==> src/logic/cbm2_pkg.sv <==
package cbm2_pkg;

   // ==============================
   // Widths
   // ==============================

   // External RAM address, 32 MiB space
   typedef logic [24:0] ram_addr_t;

   // One data byte on the RAM and CPU buses
   typedef logic [7:0]  byte_t;

   // Linear display offset from the screen start
   typedef logic [15:0] vid_addr_t;

   // Frame counter for refresh and pause alignment
   typedef logic [2:0]  rfsh_cnt_t;

   // ==============================
   // System cycle slots
   // ==============================

   // One frame is 18 slots
   // EXT slots go to the loader, CPU slots to the CPU port, VID slots to video
   typedef enum logic [4:0] {
      SLOT_EXT0, SLOT_EXT1, SLOT_EXT2, SLOT_EXT3,
      SLOT_CPU0, SLOT_CPU1, SLOT_CPU2, SLOT_CPU3,
      SLOT_EXT4, SLOT_EXT5, SLOT_EXT6, SLOT_EXT7,
      SLOT_VID0, SLOT_VID1, SLOT_VID2, SLOT_VID3,
      SLOT_VID4, SLOT_VID5
   } slot_t;

   localparam int unsigned FRAME_SLOTS = 18;

   // ==============================
   // Video and time of day
   // ==============================

   // Display start in RAM
   localparam ram_addr_t VIDEO_BASE = 25'h00_D000;

   // 80 columns by 25 rows
   localparam vid_addr_t VIDEO_CHARS = 16'd2000;

   // Accumulator steps, twice the mains rate since tod toggles
   localparam logic [31:0] TOD_HZ_NTSC = 32'd120;
   localparam logic [31:0] TOD_HZ_PAL  = 32'd100;

   // ==============================
   // Bus structs
   // ==============================

   // CPU port request, held by the requester as a level
   typedef struct packed {
      ram_addr_t addr;
      logic      we;
      byte_t     wdata;
   } cpu_req_t;

   // Request towards the external RAM
   typedef struct packed {
      ram_addr_t addr;
      logic      ce;
      logic      we;
      byte_t     wdata;
   } ram_req_t;

endpackage

==> src/logic/cbm2_bus_top.sv <==
`timescale 1ns/10ps

module cbm2_bus_top (
   input  logic               clk_sys,
   input  logic               reset,
   input  logic               pause_i,
   input  logic               ntsc_i,
   input  logic [31:0]        clk_hz_i,
   input  logic               cpu_valid_i,
   input  cbm2_pkg::cpu_req_t cpu_req_i,
   output cbm2_pkg::byte_t    cpu_rdata_o,
   output logic               cpu_done_o,
   output cbm2_pkg::ram_req_t ram_req_o,
   input  cbm2_pkg::byte_t    ram_rdata_i,
   output logic               refresh_o,
   output logic               io_cycle_o,
   output logic               pause_o,
   output logic               pixel_o,
   output logic               vsync_o,
   output logic               tod_o
);

   // Slot and enables from the sequencer
   cbm2_pkg::slot_t     slot;
   logic                pixel_en;
   logic                sys_enable;

   // Video path between arbiter and fetcher
   cbm2_pkg::vid_addr_t vid_offset;
   cbm2_pkg::byte_t     vid_data;
   logic                vid_load;

   // ==============================
   // Cycle sequencer
   // ==============================

   cycle_sequencer u_seq (
      .clk_sys      (clk_sys),
      .reset        (reset),
      .pause_i      (pause_i),
      .slot_o       (slot),
      .pixel_en_o   (pixel_en),
      .refresh_o    (refresh_o),
      .pause_o      (pause_o),
      .io_cycle_o   (io_cycle_o),
      .sys_enable_o (sys_enable)
   );

   // ==============================
   // RAM arbiter
   // ==============================

   ram_arbiter u_arb (
      .clk_sys      (clk_sys),
      .reset        (reset),
      .slot_i       (slot),
      .cpu_valid_i  (cpu_valid_i),
      .cpu_req_i    (cpu_req_i),
      .vid_offset_i (vid_offset),
      .ram_rdata_i  (ram_rdata_i),
      .ram_req_o    (ram_req_o),
      .cpu_rdata_o  (cpu_rdata_o),
      .cpu_done_o   (cpu_done_o),
      .vid_data_o   (vid_data),
      .vid_load_o   (vid_load)
   );

   // Video fetcher and dot shifter
   video_fetch u_vid (
      .clk_sys      (clk_sys),
      .reset        (reset),
      .vid_load_i   (vid_load),
      .pixel_en_i   (pixel_en),
      .vid_data_i   (vid_data),
      .vid_offset_o (vid_offset),
      .pixel_o      (pixel_o),
      .vsync_o      (vsync_o)
   );

   // Time of day runs on enabled cycles only
   tod_divider u_tod (
      .clk_sys  (clk_sys),
      .reset    (reset),
      .enable_i (sys_enable),
      .ntsc_i   (ntsc_i),
      .clk_hz_i (clk_hz_i),
      .tod_o    (tod_o)
   );

endmodule

==> src/logic/cycle_sequencer.sv <==
`timescale 1ns/10ps

module cycle_sequencer (
   input  logic            clk_sys,
   input  logic            reset,
   input  logic            pause_i,
   output cbm2_pkg::slot_t slot_o,
   output logic            pixel_en_o,
   output logic            refresh_o,
   output logic            pause_o,
   output logic            io_cycle_o,
   output logic            sys_enable_o
);

   // Free-running slot, not gated by pause
   cbm2_pkg::slot_t     pre_slot;
   cbm2_pkg::rfsh_cnt_t rfsh_cnt;

   // Pixel phase, counts cycles from frame start
   logic [1:0]          pix_phase;

   logic                frame_end;
   logic                ext_lo_slot;
   logic                ext_hi_slot;

   // Last slot of the frame
   assign frame_end = (pre_slot == cbm2_pkg::slot_t'(cbm2_pkg::FRAME_SLOTS - 1));

   // ==============================
   // Slot counter
   // ==============================

   // Steps every cycle, even while paused
   always_ff @(posedge clk_sys) begin
      if (reset) begin
         pre_slot <= cbm2_pkg::SLOT_EXT0;
      end else if (frame_end) begin
         pre_slot <= cbm2_pkg::SLOT_EXT0;
      end else begin
         pre_slot <= cbm2_pkg::slot_t'(pre_slot + 5'd1);
      end
   end

   // ==============================
   // Refresh and pause
   // ==============================

   // Pause and refresh only move on an 8-frame boundary
   always_ff @(posedge clk_sys) begin
      if (reset) begin
         rfsh_cnt     <= '0;
         sys_enable_o <= 1'b0;
         refresh_o    <= 1'b0;
      end else begin
         refresh_o <= 1'b0;
         if (frame_end) begin
            rfsh_cnt <= rfsh_cnt + 3'd1;
            if (rfsh_cnt == '0) begin
               sys_enable_o <= ~pause_i;
               // Shows up in the first cycle of the next frame
               refresh_o    <= 1'b1;
            end
         end
      end
   end

   // Paused frames park every peer on EXT0
   assign slot_o  = sys_enable_o ? pre_slot : cbm2_pkg::SLOT_EXT0;
   assign pause_o = ~sys_enable_o;

   // ==============================
   // Loader slots
   // ==============================

   // EXT0 is the first slot, so only the upper bound matters
   assign ext_lo_slot = (slot_o <= cbm2_pkg::SLOT_EXT3);
   assign ext_hi_slot = (slot_o >= cbm2_pkg::SLOT_EXT4) && (slot_o <= cbm2_pkg::SLOT_EXT7);

   // Low EXT slots are lent to refresh in frame 1 of 8
   assign io_cycle_o = (ext_lo_slot && (rfsh_cnt != 3'd1)) || ext_hi_slot;

   // ==============================
   // Pixel enable
   // ==============================

   // Cleared at frame end so EXT0 is count zero
   always_ff @(posedge clk_sys) begin
      if (reset || !sys_enable_o || frame_end) begin
         pix_phase <= 2'd0;
      end else begin
         pix_phase <= pix_phase + 2'd1;
      end
   end

   // Odd counts give a dot every other cycle
   assign pixel_en_o = pix_phase[0];

endmodule

==> src/logic/ram_arbiter.sv <==
`timescale 1ns/10ps

module ram_arbiter (
   input  logic               clk_sys,
   input  logic               reset,
   input  cbm2_pkg::slot_t    slot_i,
   input  logic               cpu_valid_i,
   input  cbm2_pkg::cpu_req_t cpu_req_i,
   input  cbm2_pkg::vid_addr_t vid_offset_i,
   input  cbm2_pkg::byte_t    ram_rdata_i,
   output cbm2_pkg::ram_req_t ram_req_o,
   output cbm2_pkg::byte_t    cpu_rdata_o,
   output logic               cpu_done_o,
   output cbm2_pkg::byte_t    vid_data_o,
   output logic               vid_load_o
);

   cbm2_pkg::ram_addr_t req_addr;
   cbm2_pkg::byte_t     req_wdata;
   logic                req_ce;
   logic                req_we;

   // CPU access in flight this frame
   logic                cpu_busy;

   // ==============================
   // Request payload
   // ==============================

   // Loaded one slot early so the request is on the bus during CPU0 or VID0
   // EXT3 and EXT7 only occur in enabled frames
   always_ff @(posedge clk_sys) begin
      if (slot_i == cbm2_pkg::SLOT_EXT3 && cpu_valid_i) begin
         req_addr  <= cpu_req_i.addr;
         req_wdata <= cpu_req_i.wdata;
      end else if (slot_i == cbm2_pkg::SLOT_EXT7) begin
         req_addr  <= cbm2_pkg::VIDEO_BASE + cbm2_pkg::ram_addr_t'(vid_offset_i);
         req_wdata <= '0;
      end

      // Read data is valid two cycles after ce
      if (slot_i == cbm2_pkg::SLOT_CPU2 && cpu_busy) begin
         cpu_rdata_o <= ram_rdata_i;
      end
      if (slot_i == cbm2_pkg::SLOT_VID2) begin
         vid_data_o <= ram_rdata_i;
      end
   end

   // ==============================
   // Slot ownership and strobes
   // ==============================

   always_ff @(posedge clk_sys) begin
      if (reset) begin
         req_ce     <= 1'b0;
         req_we     <= 1'b0;
         cpu_busy   <= 1'b0;
         cpu_done_o <= 1'b0;
         vid_load_o <= 1'b0;
      end else begin
         req_ce     <= 1'b0;
         req_we     <= 1'b0;
         cpu_done_o <= 1'b0;
         vid_load_o <= 1'b0;
         case (slot_i)
            // CPU owns CPU0 when a request is held
            cbm2_pkg::SLOT_EXT3: begin
               if (cpu_valid_i) begin
                  req_ce   <= 1'b1;
                  req_we   <= cpu_req_i.we;
                  cpu_busy <= 1'b1;
               end
            end
            // Done shows in CPU3 with the captured byte
            cbm2_pkg::SLOT_CPU2: begin
               if (cpu_busy) begin
                  cpu_done_o <= 1'b1;
                  cpu_busy   <= 1'b0;
               end
            end
            // Video reads at VID0 in every enabled frame
            cbm2_pkg::SLOT_EXT7: req_ce <= 1'b1;
            // Load strobe lands in VID5
            cbm2_pkg::SLOT_VID4: vid_load_o <= 1'b1;
            default: ;
         endcase
      end
   end

   assign ram_req_o.addr  = req_addr;
   assign ram_req_o.ce    = req_ce;
   assign ram_req_o.we    = req_we;
   assign ram_req_o.wdata = req_wdata;

endmodule

==> src/logic/tod_divider.sv <==
`timescale 1ns/10ps

module tod_divider (
   input  logic        clk_sys,
   input  logic        reset,
   input  logic        enable_i,
   input  logic        ntsc_i,
   input  logic [31:0] clk_hz_i,
   output logic        tod_o
);

   // Fractional phase of the tod clock
   logic [31:0] acc;
   logic [31:0] step;
   logic [31:0] acc_sum;

   // 60 Hz or 50 Hz mains rate
   assign step    = ntsc_i ? cbm2_pkg::TOD_HZ_NTSC : cbm2_pkg::TOD_HZ_PAL;
   assign acc_sum = acc + step;

   // ==============================
   // Accumulator
   // ==============================

   // Only system-enabled cycles count, so pause stops the clock
   always_ff @(posedge clk_sys) begin
      if (reset) begin
         acc   <= '0;
         tod_o <= 1'b0;
      end else if (enable_i) begin
         if (acc_sum >= clk_hz_i) begin
            // Keep the remainder so the rate stays exact
            acc   <= acc_sum - clk_hz_i;
            tod_o <= ~tod_o;
         end else begin
            acc <= acc_sum;
         end
      end
   end

endmodule

==> src/logic/video_fetch.sv <==
`timescale 1ns/10ps

module video_fetch (
   input  logic                clk_sys,
   input  logic                reset,
   input  logic                vid_load_i,
   input  logic                pixel_en_i,
   input  cbm2_pkg::byte_t     vid_data_i,
   output cbm2_pkg::vid_addr_t vid_offset_o,
   output logic                pixel_o,
   output logic                vsync_o
);

   // Dot shift register, MSB goes out first
   cbm2_pkg::byte_t dot;

   // Last character cell of the screen
   logic            last_char;

   assign last_char = (vid_offset_o == (cbm2_pkg::VIDEO_CHARS - 16'd1));

   // ==============================
   // Display address
   // ==============================

   // One character per frame, offset moves on each load
   always_ff @(posedge clk_sys) begin
      if (reset) begin
         vid_offset_o <= '0;
         vsync_o      <= 1'b0;
      end else begin
         vsync_o <= 1'b0;
         if (vid_load_i) begin
            if (last_char) begin
               // Screen done, back to the top
               vid_offset_o <= '0;
               vsync_o      <= 1'b1;
            end else begin
               vid_offset_o <= vid_offset_o + 16'd1;
            end
         end
      end
   end

   // ==============================
   // Dot shifter
   // ==============================

   // Load wins over shift, they meet in VID5
   always_ff @(posedge clk_sys) begin
      if (reset) begin
         dot <= '0;
      end else if (vid_load_i) begin
         dot <= vid_data_i;
      end else if (pixel_en_i) begin
         dot <= {dot[6:0], 1'b0};
      end
   end

   // Output register, follows the MSB on each dot
   always_ff @(posedge clk_sys) begin
      if (reset) begin
         pixel_o <= 1'b0;
      end else if (pixel_en_i) begin
         pixel_o <= dot[7];
      end
   end

endmodule
==> config.mk <==
export PLATFORM = sky130hd
export DESIGN_NAME = cbm2_bus_top
export DESIGN_NICKNAME = d
export VERILOG_FILES = /design/src/logic/cbm2_pkg.sv /design/src/logic/cbm2_bus_top.sv /design/src/logic/cycle_sequencer.sv /design/src/logic/ram_arbiter.sv /design/src/logic/tod_divider.sv /design/src/logic/video_fetch.sv
export SDC_FILE = /design/constraint.sdc
export NUM_CORES = 1
export LEC_CHECK = 0
export BUFFER_PORTS_ARGS = -buffer_cell sky130_fd_sc_hd__buf_2
export CORE_AREA = 10 10 143 145
export DETAILED_ROUTE_END_ITERATION = 8
export DIE_AREA = 0 0 153 155
export PLACE_DENSITY = 0.73
export SLEW_MARGIN = 10
export SYNTH_ARGS = -nofsm -noshare
export SYNTH_HDL_FRONTEND = slang
export SYNTH_SLANG_ARGS = --single-unit
==> constraint.sdc <==
create_clock -name clk_sys -period 4.97 [get_ports clk_sys]
set_input_delay 0.7455 -clock clk_sys [delete_from_list [all_inputs] [get_ports clk_sys]]
set_output_delay 0.7455 -clock clk_sys [all_outputs]
set_load 0.005 [all_outputs]
==> results.md <==
* Final hold slack at 0.482 ns
* Hold path start: u_tod.acc[28]$_SDFFE_PP0P_
* Global placer's final weighted congestion at 0.932
* Total CTS buffers at 17
* WL/cell at 15.9 microns
* Syn nets at 1011
* Clock transition at the registers of the reported paths at 0.06 ns
* IO Pins at 129
* FF+latch count, synth at 124
* Die height at 155 microns
* FF+latch area at 0.00297 sq mm
* Leakage at 4.05 nW
* Buffers on Ports at roughly 130
* Buf/Inv on CP at 6
* Crit-path leading delay family: simple AND/OR/NAND/NOR gates
* CTS root buf: clkbuf_16
* Post-Syn Instances at 887
* Peak supply drop at roughly 0.00027 V
* Mapped cell area at around 0.0077 sq mm
* Total routed wirelength at 20600 microns
* Crit-path max cell delay at between 0.4 and 0.5 ns
* Post-synth EDFFs at 49
* Synth Flop Type: dfxtp_1
* Total grt overflow at 0
* CP Cell Sequence: buf_2 -> inv_1 -> ha_1 -> inv_1 -> fa_1 -> nor2b_1 -> nor4_1 -> buf_4 -> or3_1 -> nor2_1 -> xor2_1 -> ha_1 -> buf_4 -> nor3_1 -> a211oi_1 -> nor2b_1 -> a311oi_2 -> and3_4 -> buf_12 -> nor2_2 -> mux2i_1 -> nor2_1
* Core Area at 0.0177 sq mm
* Fill count at 1657
* CTS resizes at 0
* Multi-input gate area at 0.00435 sq mm
* Setup TNS at 0 ns
* First drt pass iteration count at 6
* Initial antenna violation count at 1
* Hold crit path type: flip-flop to flip-flop
* Power per standard cell area at between 200 and 300 mW/mm^2
* Share of layout cells above drive strength 1 at 23.1%
* Clk sinks at 124
* GR Layer Usage met1 at 21.2%
* Largest net degree at the start of global routing at 54
* Max Clock Skew at 0.0110 ns
* Syn. warnings at 0
* Vias in the first global route at ~6900
* RSZ-0062 raised after global routing: no
* Worst setup SP type: input pin
* Minimum clock period after layout at 4.65 ns
* Max-slew violation count at 0
* Critical Path Fanout Max at 21
* Vias at 6903
* Worst slew pin tran at 0.910 ns
* Post-synthesis sequential area ratio at 38.4%
* Post-route clock period utilization at 93.6%
* Post-CTS setup buffer count at 0
* Hold_buf cts at 0
* Clock Path Buffers at 2
* Outcome: completed
* Layout Area Growth over Synthesis at 23.5%
* Crit path from: ntsc_i
* Initial DRC count at 529
* Max-cap violations at 0
* Crit Path Class: input pin to flip-flop
* Required @ worst endpoint at around 5.3 ns
* Met3 usage at 3.36%
* Vias per cell at 5.35
* Clock Latency Late Sink at around 0.42 ns
* CP endpoint kind: flip-flop
* Global-route wire length before repair at approximately 34000 microns
* CTS H-tree depth at 4
* Reg-to-Reg Start: u_tod.acc[2]$_SDFFE_PP0P_
* Layer with the highest usage: met2
* Mean Syn Cell Area at approximately 8.7 sq um
* GRT Overall Usage at 17.0%
* Estimated wirelength of the detail-placed design at 15500 microns
* Row cnt at 49
* GR Util met2 at around 28%
* Total DRC errors in the routed layout at 0
* Final setup viols at 0
* Rel. slew slack at 38.5%
* Worst EP arrival at just under 5 ns
* Maximum clock frequency at 215 MHz
* Final antenna-violating net count at 0
* CTS tree: built
* Async S/R FF share, synth at 0%
* Die W at 153 microns
* Hold Vio Cnt, Final at 0
* Initial core utilization at 43.9%
* Slowest library cell on the worst path: or3_1
* Cell variety after synth at 65
* Die Footprint at 0.0237 sq mm
* Final net count at 1171
[worst register-to-register path, cell delays in order (launching register included)]
cell	delay, ns
dfxtp_1	0.34
ha_1	0.18
inv_1	0.06
fa_1	0.40
nor2b_1	0.18
nor4_1	0.07
buf_4	0.16
or3_1	0.41
nor2_1	0.23
xor2_1	0.13
ha_1	0.31
buf_4	0.13
nor3_1	0.04
a211oi_1	0.32
nor2b_1	0.21
a311oi_2	0.15
and3_4	0.20
buf_12	0.15
nor2_2	0.38
mux2i_1	0.25
nor2_1	0.05
[final timing paths]
check | to | slack, ns | cells past startpoint
max | u_tod.acc[1]$_SDFFE_PP0P_ | 0.32 | 22
min reg2reg | u_tod.acc[28]$_SDFFE_PP0P_ | 0.48 | 2
min | u_tod.acc[28]$_SDFFE_PP0P_ | 0.48 | 2
max reg2reg | u_tod.acc[1]$_SDFFE_PP0P_ | 0.47 | 20
[cell usage in the layout, fill, tap and decap left out, types with 4 or more instances in the layout]
cell type,synthesis,routed
a21oi_1,66,66
a311oi_1,7,7
mux2i_1,14,14
bufinv_16,0,5
nand2b_1,7,7
xnor2_1,42,42
nand2_1,65,65
mux2_2,14,14
nand4_1,18,18
buf_4,3,56
and4_1,8,8
o211ai_1,7,7
edfxtp_1,49,49
xor2_1,26,26
nor2_1,105,104
and2_1,23,23
a31oi_1,10,10
nor3_1,16,16
or3_1,5,5
nor2b_1,6,6
dfxtp_1,75,75
or4_1,4,4
clkbuf_16,0,17
buf_2,1,128
o21ai_0,43,43
ha_1,43,43
o21a_1,8,8
a211oi_1,21,21
inv_1,56,56
and3_1,13,13
a21o_1,13,13
nand3_1,23,23
a211o_1,5,5
or2_2,4,4
[registers in the layout, indices dropped and copies added, names as in the netlist, 3 cells and up]
register	count
u_arb.cpu_rdata_o	8
u_arb.req_addr	25
u_arb.req_wdata	8
u_arb.vid_data_o	8
u_seq.pre_slot	5
u_seq.rfsh_cnt	3
u_tod.acc	32
u_vid.dot	8
u_vid.vid_offset_o	16
[cells by family after synthesis]
group	count (synthesis)	share of synthesized area [%]
flip-flops	124	38.4
multiplexers	28	3.84
AND/OR/NAND/NOR	316	20.2
adder cells (fa/ha/maj)	45	7.46
XOR/XNOR	68	7.69
buffers and inverters	102	5.59
AO/OA/AOI/OAI	204	16.8
[where the power goes]
part / internal (mW) / total (mW) / switching (mW)
sequential: 1.05 / 1.06 / 0.00715
combinational: 0.0882 / 0.191 / 0.102
clock: 0.890 / 1.35 / 0.464
total: 2.03 / 2.61 / 0.574
[routing by layer]
metal	vias to the layer above	routed length, microns
li1	3497	-
met1	3184	9460
met2	183	9680
met3	39	889
met4	0	514
met5	-	0
[synthesized netlist by cell type, types with 13 or more instances]
cell type	n	area [sq um]
a21o_1	13	97.6
o21ai_0	43	215
nor3_1	16	80.1
nand4_1	18	113
xnor2_1	42	368
mux2i_1	14	140
clkbuf_1	36	135
and3_1	13	81.3
inv_1	56	210
nand3_1	23	115
xor2_1	26	228
and2_1	23	144
mux2_2	14	158
dfxtp_1	75	1500
nor2_1	105	394
nand2_1	65	244
a211oi_1	21	158
ha_1	43	538
a21oi_1	66	330
edfxtp_1	49	1470
[final cells by class]
type,instances,area share (%)
multi-input combinational,661,45.4
sequential,124,31.1
timing repair buffer,186,11.5
clock buffer,18,4.48
tap,229,2.99
clock inverter,14,2.26
inverter,57,2.24
antenna,1,0.0261
[metrics by stage]
step	setup WS [ns]	total power, mW	util, %	area (sq um)	std cells
2_1_floorplan	0.226	1.19	-	7750	887
3_3_place_gp	0.0841	1.27	50.5	8920	1257
3_5_place_dp	-0.00301	1.27	50.5	8920	1257
4_1_cts	0.414	2.63	54.2	9570	1289
5_1_grt	0.0379	2.70	54.2	9570	1290
6_report	0.320	2.61	54.2	9570	1290
Power figures use the tool's default switching activity.
